[src/qpi_config.svh]
`ifndef QPI_CONFIG_SVH
`define QPI_CONFIG_SVH

// ==============================
// Configuration register map
// ==============================

// Byte addresses, compared against the dword index from the header times four.
`define ADDR_AFU_DSM_BASEL     14'h1A00
`define ADDR_AFU_DSM_BASEH     14'h1A04
`define ADDR_AFU_CNTXT_BASEL   14'h1A08
`define ADDR_AFU_CNTXT_BASEH   14'h1A0C
`define ADDR_AFU_EN            14'h1A10
`define ADDR_READ_FRAME_BASEL  14'h1A14
`define ADDR_READ_FRAME_BASEH  14'h1A18
`define ADDR_WRITE_FRAME_BASEL 14'h1A1C
`define ADDR_WRITE_FRAME_BASEH 14'h1A20

// ==============================
// Unit constants
// ==============================

`define QPI_AFU_ID 64'h11F3_A8C2_5C0F_0001

// Lines copied per run.
`define QPI_FRAME_LINES 16

// Response buffer entries, which also bounds the reads in flight.
`define QPI_COPY_DEPTH 8

`endif

[src/qpi_pkg.sv]
package qpi_pkg;

  // ==============================
  // Widths with a meaning
  // ==============================

  typedef logic [57:0]  line_addr_t;  // Byte address without the 6 offset bits.
  typedef logic [63:0]  byte_addr_t;
  typedef logic [511:0] line_data_t;
  typedef logic [11:0]  tag_t;

  // ==============================
  // Link channels
  // ==============================

  typedef struct packed {
    logic        cfgvalid;
    logic        rdvalid;
    logic [17:0] header;  // Register index or read tag in bits 11..0.
    line_data_t  data;
  } rx_c0_t;

  typedef struct packed {
    logic wrvalid;
    tag_t tag;
  } rx_c1_t;

  typedef struct packed {
    logic       rdvalid;
    tag_t       tag;
    line_addr_t addr;
  } tx_c0_t;

  typedef struct packed {
    logic       wrvalid;
    tag_t       tag;
    line_addr_t addr;
    line_data_t data;
  } tx_c1_t;

  // Register file as seen by the rest of the unit.
  typedef struct packed {
    byte_addr_t afu_dsm_base;
    logic       afu_dsm_base_valid;
    byte_addr_t afu_cntxt_base;
    logic       afu_cntxt_base_valid;
    logic       afu_en;
    byte_addr_t afu_read_frame;
    byte_addr_t afu_write_frame;
  } afu_csr_t;

  // ==============================
  // State machines
  // ==============================

  typedef enum logic [1:0] {
    COPY_IDLE,
    COPY_RUN,
    COPY_DRAIN
  } copy_state_t;

  typedef enum logic [2:0] {
    CTRL_IDLE,
    CTRL_ID_WRITE,
    CTRL_COPY,
    CTRL_STATUS_WRITE,
    CTRL_DONE
  } ctrl_state_t;

endpackage

[src/qpi_csr.sv]
`timescale 1ns/1ps
`include "qpi_config.svh"

module qpi_csr
  import qpi_pkg::*;
(
  input  logic     clk,
  input  logic     resetb,
  input  rx_c0_t   rx0,
  output afu_csr_t csr
);

  logic [13:0] cfg_addr;
  byte_addr_t  dsm_base;
  byte_addr_t  cntxt_base;
  byte_addr_t  read_frame;
  byte_addr_t  write_frame;
  logic        dsm_base_valid;
  logic        cntxt_base_valid;
  logic        afu_en;

  assign cfg_addr = {rx0.header[11:0], 2'b00};  // Dword index to byte address.

  // ==============================
  // Base registers
  // ==============================

  always_ff @(posedge clk) begin
    if (rx0.cfgvalid) begin
      case (cfg_addr)
        `ADDR_AFU_DSM_BASEL:     dsm_base[31:0] <= rx0.data[31:0];
        `ADDR_AFU_DSM_BASEH:     dsm_base[63:32] <= rx0.data[31:0];
        `ADDR_AFU_CNTXT_BASEL:   cntxt_base[31:0] <= rx0.data[31:0];
        `ADDR_AFU_CNTXT_BASEH:   cntxt_base[63:32] <= rx0.data[31:0];
        `ADDR_READ_FRAME_BASEL:  read_frame[31:0] <= rx0.data[31:0];
        `ADDR_READ_FRAME_BASEH:  read_frame[63:32] <= rx0.data[31:0];
        `ADDR_WRITE_FRAME_BASEL: write_frame[31:0] <= rx0.data[31:0];
        `ADDR_WRITE_FRAME_BASEH: write_frame[63:32] <= rx0.data[31:0];
        default: ;
      endcase
    end
  end

  // ==============================
  // Valid bits and enable
  // ==============================

  always_ff @(posedge clk) begin
    if (!resetb) begin
      dsm_base_valid   <= 1'b0;
      cntxt_base_valid <= 1'b0;
      afu_en           <= 1'b0;
    end else if (rx0.cfgvalid) begin
      case (cfg_addr)
        `ADDR_AFU_DSM_BASEL:   dsm_base_valid <= 1'b1;  // Low half marks the base usable.
        `ADDR_AFU_CNTXT_BASEL: cntxt_base_valid <= 1'b1;
        `ADDR_AFU_EN:          afu_en <= rx0.data[0];
        default: ;
      endcase
    end
  end

  always_comb begin
    csr.afu_dsm_base         = dsm_base;
    csr.afu_dsm_base_valid   = dsm_base_valid;
    csr.afu_cntxt_base       = cntxt_base;
    csr.afu_cntxt_base_valid = cntxt_base_valid;
    csr.afu_en               = afu_en;
    csr.afu_read_frame       = read_frame;
    csr.afu_write_frame      = write_frame;
  end

endmodule

[src/qpi_frame_copy.sv]
`timescale 1ns/1ps
`include "qpi_config.svh"

module qpi_frame_copy
  import qpi_pkg::*;
(
  input  logic       clk,
  input  logic       resetb,
  input  logic       start,
  input  logic       abort,
  input  byte_addr_t read_base,
  input  byte_addr_t write_base,
  input  rx_c0_t     rx0,
  input  rx_c1_t     rx1,
  input  logic       tx0_almostfull,
  output tx_c0_t     tx0,
  output tx_c1_t     wr_req,
  input  logic       wr_take,
  output logic       done
);

  localparam int IDX_W = $clog2(`QPI_FRAME_LINES + 1);
  localparam int CNT_W = $clog2(`QPI_COPY_DEPTH + 1);
  localparam int PTR_W = $clog2(`QPI_COPY_DEPTH);

  copy_state_t      state;
  logic [IDX_W-1:0] rd_idx;
  logic [IDX_W-1:0] wr_cnt;
  logic [CNT_W-1:0] in_use;  // Reads in flight plus lines held in the FIFO.
  logic [CNT_W-1:0] fifo_cnt;
  logic [PTR_W-1:0] wr_ptr;
  logic [PTR_W-1:0] rd_ptr;
  tag_t             fifo_tag [`QPI_COPY_DEPTH];
  line_data_t       fifo_data [`QPI_COPY_DEPTH];
  logic             rd_fire;
  logic             push;
  logic             resp_hit;

  function automatic logic [PTR_W-1:0] ptr_inc(input logic [PTR_W-1:0] ptr);
    if (ptr == PTR_W'(`QPI_COPY_DEPTH - 1)) begin
      return '0;
    end
    return ptr + 1'b1;
  endfunction

  // A read goes out only while a buffer slot is still unclaimed.
  assign rd_fire  = (state == COPY_RUN) && !tx0_almostfull &&
                    (in_use < CNT_W'(`QPI_COPY_DEPTH));
  assign push     = rx0.rdvalid && (state != COPY_IDLE);
  assign resp_hit = rx1.wrvalid && (rx1.tag < tag_t'(`QPI_FRAME_LINES)) &&
                    (state != COPY_IDLE);
  assign done     = (state == COPY_DRAIN) && (wr_cnt == IDX_W'(`QPI_FRAME_LINES));

  // ==============================
  // Read requests
  // ==============================

  always_comb begin
    tx0.rdvalid = rd_fire;
    tx0.tag     = tag_t'(rd_idx);  // The line index returns as the tag.
    tx0.addr    = read_base[63:6] + line_addr_t'(rd_idx);
  end

  // ==============================
  // Response FIFO and write offer
  // ==============================

  always_ff @(posedge clk) begin
    if (push) begin
      fifo_tag[wr_ptr]  <= rx0.header[11:0];
      fifo_data[wr_ptr] <= rx0.data;
    end
  end

  always_comb begin
    wr_req.wrvalid = (fifo_cnt != '0);
    wr_req.tag     = fifo_tag[rd_ptr];
    wr_req.addr    = write_base[63:6] + line_addr_t'(fifo_tag[rd_ptr]);
    wr_req.data    = fifo_data[rd_ptr];
  end

  // ==============================
  // Control
  // ==============================

  always_ff @(posedge clk) begin
    if (!resetb || abort) begin
      state    <= COPY_IDLE;
      rd_idx   <= '0;
      wr_cnt   <= '0;
      in_use   <= '0;
      fifo_cnt <= '0;
      wr_ptr   <= '0;
      rd_ptr   <= '0;
    end else begin
      case (state)
        COPY_IDLE: begin
          if (start) begin
            state <= COPY_RUN;
          end
        end
        COPY_RUN: begin
          if (rd_fire && (rd_idx == IDX_W'(`QPI_FRAME_LINES - 1))) begin
            state <= COPY_DRAIN;  // Last read is out.
          end
        end
        default: ;
      endcase
      if (rd_fire) begin
        rd_idx <= rd_idx + 1'b1;
      end
      if (resp_hit) begin
        wr_cnt <= wr_cnt + 1'b1;
      end
      in_use   <= in_use + CNT_W'(rd_fire) - CNT_W'(wr_take);  // Take returns the credit.
      fifo_cnt <= fifo_cnt + CNT_W'(push) - CNT_W'(wr_take);
      if (push) begin
        wr_ptr <= ptr_inc(wr_ptr);
      end
      if (wr_take) begin
        rd_ptr <= ptr_inc(rd_ptr);
      end
    end
  end

endmodule

[src/qpi_afu_ctrl.sv]
`timescale 1ns/1ps
`include "qpi_config.svh"

module qpi_afu_ctrl
  import qpi_pkg::*;
(
  input  logic     clk,
  input  logic     resetb,
  input  afu_csr_t csr,
  input  rx_c1_t   rx1,
  input  logic     tx1_almostfull,
  output tx_c1_t   tx1,
  input  tx_c1_t   copy_req,
  output logic     copy_take,
  output logic     copy_start,
  output logic     copy_abort,
  input  logic     copy_done
);

  localparam tag_t ID_TAG     = 12'hF00;
  localparam tag_t STATUS_TAG = 12'hF01;

  ctrl_state_t state;
  logic        en_q;
  logic        en_rise;
  logic        id_fire;
  logic        status_fire;
  logic        status_sent;
  logic        id_acked;
  logic        status_acked;
  line_addr_t  dsm_line;
  line_data_t  id_data;
  line_data_t  status_data;

  assign en_rise     = csr.afu_en && !en_q;
  assign copy_abort  = !csr.afu_en && en_q;  // Falling enable.
  assign dsm_line    = csr.afu_dsm_base[63:6];
  assign id_data     = line_data_t'(`QPI_AFU_ID);
  // Completion record: done flag in bit 0, line count in bits 47..32.
  assign status_data = line_data_t'({16'(`QPI_FRAME_LINES), 31'd0, 1'b1});

  assign id_fire     = (state == CTRL_ID_WRITE) && !tx1_almostfull;
  assign status_fire = (state == CTRL_STATUS_WRITE) && !status_sent && !tx1_almostfull;
  assign copy_start  = id_fire;
  assign copy_take   = (state == CTRL_COPY) && copy_req.wrvalid && !tx1_almostfull;

  // ==============================
  // Write channel mux
  // ==============================

  always_comb begin
    tx1 = '0;
    case (state)
      CTRL_ID_WRITE: begin
        tx1.wrvalid = id_fire;
        tx1.tag     = ID_TAG;
        tx1.addr    = dsm_line;
        tx1.data    = id_data;
      end
      CTRL_COPY: begin
        tx1         = copy_req;
        tx1.wrvalid = copy_take;
      end
      CTRL_STATUS_WRITE: begin
        tx1.wrvalid = status_fire;
        tx1.tag     = STATUS_TAG;
        tx1.addr    = dsm_line + line_addr_t'(1);
        tx1.data    = status_data;
      end
      default: tx1 = '0;
    endcase
  end

  // ==============================
  // Sequencer
  // ==============================

  always_ff @(posedge clk) begin
    if (!resetb) begin
      state        <= CTRL_IDLE;
      en_q         <= 1'b0;
      status_sent  <= 1'b0;
      id_acked     <= 1'b0;
      status_acked <= 1'b0;
    end else begin
      en_q <= csr.afu_en;
      if (rx1.wrvalid && (rx1.tag == ID_TAG)) begin
        id_acked <= 1'b1;
      end
      if (rx1.wrvalid && (rx1.tag == STATUS_TAG)) begin
        status_acked <= 1'b1;
      end
      if (status_fire) begin
        status_sent <= 1'b1;
      end
      case (state)
        CTRL_IDLE: begin
          if (en_rise && csr.afu_dsm_base_valid) begin
            state        <= CTRL_ID_WRITE;
            status_sent  <= 1'b0;
            id_acked     <= 1'b0;
            status_acked <= 1'b0;
          end
        end
        CTRL_ID_WRITE: begin
          if (id_fire) begin
            state <= CTRL_COPY;
          end
        end
        CTRL_COPY: begin
          if (copy_done) begin
            state <= CTRL_STATUS_WRITE;  // Every frame write has its response.
          end
        end
        CTRL_STATUS_WRITE: begin
          if (status_acked && id_acked) begin
            state <= CTRL_DONE;
          end
        end
        default: ;
      endcase
      if (!csr.afu_en) begin
        state <= CTRL_IDLE;
      end
    end
  end

endmodule

[src/qpi_afu.sv]
`timescale 1ns/1ps

module qpi_afu
  import qpi_pkg::*;
(
  input  logic   clk,
  input  logic   resetb,
  input  rx_c0_t rx0,
  input  rx_c1_t rx1,
  input  logic   tx0_almostfull,
  input  logic   tx1_almostfull,
  output tx_c0_t tx0,
  output tx_c1_t tx1
);

  afu_csr_t csr;
  tx_c1_t   copy_req;
  logic     copy_take;
  logic     copy_start;
  logic     copy_abort;
  logic     copy_done;

  qpi_csr qpi_csr_inst (
    .clk    (clk),
    .resetb (resetb),
    .rx0    (rx0),
    .csr    (csr)
  );

  qpi_frame_copy qpi_frame_copy_inst (
    .clk            (clk),
    .resetb         (resetb),
    .start          (copy_start),
    .abort          (copy_abort),
    .read_base      (csr.afu_read_frame),
    .write_base     (csr.afu_write_frame),
    .rx0            (rx0),
    .rx1            (rx1),
    .tx0_almostfull (tx0_almostfull),
    .tx0            (tx0),
    .wr_req         (copy_req),
    .wr_take        (copy_take),
    .done           (copy_done)
  );

  qpi_afu_ctrl qpi_afu_ctrl_inst (
    .clk            (clk),
    .resetb         (resetb),
    .csr            (csr),
    .rx1            (rx1),
    .tx1_almostfull (tx1_almostfull),
    .tx1            (tx1),
    .copy_req       (copy_req),
    .copy_take      (copy_take),
    .copy_start     (copy_start),
    .copy_abort     (copy_abort),
    .copy_done      (copy_done)
  );

endmodule

[config.mk]
export PLATFORM = sky130hd
export DESIGN_NAME = qpi_afu
export DESIGN_NICKNAME = d
export VERILOG_FILES = /design/src/qpi_pkg.sv /design/src/qpi_csr.sv /design/src/qpi_frame_copy.sv /design/src/qpi_afu_ctrl.sv /design/src/qpi_afu.sv
export VERILOG_INCLUDE_DIRS = /design/src
export SDC_FILE = /design/constraint.sdc
export NUM_CORES = 2
export LEC_CHECK = 0
export ABC_AREA = 1
export BUFFER_PORTS_ARGS = -buffer_cell sky130_fd_sc_hd__buf_2
export CAP_MARGIN = 20
export CORE_MARGIN = 5
export CORE_UTILIZATION = 50
export DETAILED_ROUTE_END_ITERATION = 8
export GPL_ROUTABILITY_DRIVEN = 1
export PLACE_DENSITY = 0.71
export SYNTH_ARGS = -nofsm -noshare
export SYNTH_HDL_FRONTEND = slang
export SYNTH_MEMORY_MAX_BITS = 65536
export SYNTH_SLANG_ARGS = --single-unit
[constraint.sdc]
create_clock -name clk -period 40.6 [get_ports clk]
set_input_delay 8.12 -clock clk [delete_from_list [all_inputs] [get_ports clk]]
set_output_delay 8.12 -clock clk [all_outputs]
set_load 0.1 [all_outputs]
==> metrics.md <==
| Metric | Value |
|---|---|
| Outcome | finished, final reports clean |
| RR Startpoint | qpi_frame_copy_inst.state[0]$_SDFFE_PP0P_ |
| Crit-path cells | inv_16, buf_4, buf_12, buf_4, buf_4, buf_4, buf_4, buf_4, o21ai_0, o22ai_1, o21ai_1, a31oi_1, buf_2 |
| Total wire length | 485000 um |
| Slowest cell on the critical path | buf_4 |
| Clk Latency, worst-skew pair | ~0.9 ns |
| Proportion of layout cells with a drive suffix above 1 | between 10% and 20% |
| Critical path arrival | roughly 9.4 ns |
| Mean Syn Cell Area | around 13 sq um |
| Routing usage on met1 | around a third |
| Drt pass-1 iters | 7 |
| Fraction of registers with async set or reset after synthesis | 0% |
| Critical-path maximum fanout | 178 |
| R2r endpoint | qpi_frame_copy_inst.fifo_data[3][260]$_DFFE_PP_ |
| Most used flip-flop cell after synthesis | edfxtp_1 |
| Worst EP required | ~32 ns |
| Height of the die | ~600 um |
| Critical Path Sink Type | output port |
| Hold Path Depth | 2 |
| HPWL Detailed | around 280000 um |
| Nets | roughly 15000 |
| Met3 GRT Util | 4.82% |
| Met2 usage | between 40% and 50% |
| Hold_buf cts | 0 |
| Wire per inst | approximately 24 um |
| Die footprint | 363000 sq um |
| Post-Syn Area | roughly 180000 sq um |
| Vias | ~120k |
| DP Worst Slack | approximately 23 ns |
| Port Buffers | between 1000 and 1500 |
| DRT iter0 DRCs | 13900 |
| Vias in the first global route | roughly 110k |
| Largest net degree at the start of global routing | 220 |
| CORE AREA | about 350000 sq um |
| Clock Pin Slew Worst Setup and Hold Paths | approximately 0.070 ns |
| Count of different cell masters after synthesis | 54 |
| CTS resizes | 0 |
| First-pass GRT wire length | 702000 um |
| # clock sinks | between 4000 and 5000 |
| Post-synthesis sequential area ratio | roughly three quarters |
| Max Slew Vio Count | 0 |
| Hold Slack | between 0.4 and 0.5 ns |
| Initial antenna violation count | around 200 |
| Critical path startpoint category | flop |
| Total GRT Usage | about a quarter |
| Ys Warns | 0 |
| Final Worst Setup Slack | 23.11 ns |
| Top cell type's share of synthesized area | about three quarters |
| Critical path class | flop to output port |
| Worst Hold Class | flop to flop |
| Peak VDD IR | ~0.000042 V |
| Worst rel slew slack | 23.5% |
| Root buf cell | clkbuf_16 |
| Period utilisation layout | a little over two fifths |
| Final ANT Viol Nets | 0 |
| Util after Layout | a little under three fifths |
| Worst path max stage delay | 0.89 ns |
| Final GP Congestion | between 0.9 and 1 |
| Hold Path End | qpi_afu_ctrl_inst.id_acked$_SDFF_PN0_ |
| Power, Total | 8.94 mW |
| CTS Buffer Depth | 4 |
| Cell Pwr Density | between 40 and 50 nW/um^2 |
| RSZ-0062 raised after global routing | no |
| Max Freq | ~0.057 GHz |
| Die width | approximately 600 um |
| Cells after synthesis | ~14000 |
| Num CTS Buffers | 430 |
| R2R depth | 12 |
| Worst Max-Slew Pin Slew | 1.15 ns |
| Sum Neg Setup Slack | 0 ns |
| Yosys top cell by area | edfxtp_1 |
| Initial Util | between 50 and 60% |
| Critical Path Most Common Cell | buf_4 |
| Post-synth EDFFs | around 4400 |
| Standard-cell rows | 217 |
| Clk_skew | between 0.04 and 0.05 ns |
| Post-CTS Setup Bufs | 0 |
| Final setup fails | 0 |
| Area contributors post-synth | edfxtp_1, nor2_1, o21ai_0 |
| H-tree depth | 5 |
| P&R area growth vs syn | 13.4% |
| Top Ports | 1203 |
| Leakage Power | roughly 68 nW |
| Vias/cell | 5.85 |
| Tmin final | between 15 and 20 ns |
| Yosys reg bits | approximately 4400 |
| GR peak layer | met2 |
| R2r setup slk | between 30 and 40 ns |
| Drt drc | 0 |
| Worst Hold Launch | qpi_afu_ctrl_inst.id_acked$_SDFF_PN0_ |
| TritonCTS clock tree | built |
| Hold Fails Final Rpt | 0 |
| Global route overflow | 0 |
| Maxcap violations | 0 |
[cell usage after synthesis, types with 45 or more instances]
master / instances
nor3_1: 54
buf_2: 216
nand4_1: 47
a21oi_1: 97
nor2_1: 3278
o21ai_1: 299
inv_1: 272
o21ai_0: 2298
buf_1: 45
edfxtp_1: 4366
a31oi_1: 490
nand3_1: 269
buf_4: 102
o22ai_1: 518
clkbuf_1: 521
nand2_1: 691
[area by class of cell]
cell class | instances | area [sq um]
Antenna cell | 138 | 345
Clock buffer | 537 | 11300
Clock inverter | 254 | 2460
Fill cell | 27300 | 151000
Inverter | 279 | 1080
Multi-Input combinational cell | 8270 | 38700
Sequential cell | 4404 | 132000
Tap cell | 4599 | 5750
Timing Repair Buffer | 1379 | 7700
[where the power goes]
part           internal [mW]  switching, mW
clock                   2.19           1.67
sequential              4.99      0.0000371
combinational         0.0196         0.0682
[sequential cells by signal (all words and copies together), names as in the netlist, 2 cells and up, named ones only]
signal and cells:
qpi_frame_copy_inst.wr_cnt 5, qpi_frame_copy_inst.wr_ptr 3, qpi_frame_copy_inst.in_use 4, qpi_frame_copy_inst.rd_idx 5
qpi_csr_inst.dsm_base 58, qpi_frame_copy_inst.rd_ptr 3, qpi_afu_ctrl_inst.state 3, qpi_csr_inst.write_frame 58
qpi_frame_copy_inst.fifo_tag 96, qpi_frame_copy_inst.fifo_cnt 4, qpi_frame_copy_inst.state 2, qpi_frame_copy_inst.fifo_data 4096
qpi_csr_inst.read_frame 58
[cells by family after synthesis]
group	synth area share (%)
AO/OA/AOI/OAI	11.6
XOR/XNOR	0.324
adder cells (fa/ha/maj)	0.295
buffers and inverters	2.93
flip-flops	75.1
other	0.00214
AND/OR/NAND/NOR	9.78
[per-layer routing]
layer / part of all wire [%] / vias up / wire length (um)
met2: 47 / 5259 / 228000
met1: 38 / 57100 / 185000
met3: 8.4 / 1189 / 40800
met4: 6.3 / 58 / 30400
met5: 0.075 / - / 364
li1: - / 52700 / -
[through the flow]
stage,cell area (sq um),cells
after CTS,199000,19700
final,199000,19900
after detailed placement,185000,18900
after floorplan,176000,13800
after global placement,185000,18900
after global routing,199000,19800
[worst max-delay path, delay by kind of cell, from the launching register on]
family,cells,cell delay [ns]
buffers and inverters,9,6.49
AO/OA/AOI/OAI,4,0.84
flip-flops,1,0.55
[worst max path at each step]
| stage | end | slack, ns |
|---|---|---|
| finish | tx1[387] | 23.11 |
| global route | tx1[387] | 22.31 |
| CTS | tx1[387] | 23.00 |
| detailed placement | tx1[582] | 23.32 |
| global placement | tx1[582] | 23.35 |
| floorplan | qpi_frame_copy_inst.fifo_data[0][0]$_DFFE_PP_ | 9.10 |
[placed cells by master, fill, tap and decap left out, drive strengths merged, types with 194 or more instances in the layout]
master / count
nand3: 269
nor2: 3287
inv: 293
clkinv: 194
buf: 1379
a31oi: 490
nand2: 691
clkbuf: 537
edfxtp: 4366
o21ai: 2597
o22ai: 518
(Power assumes the default switching activity.)
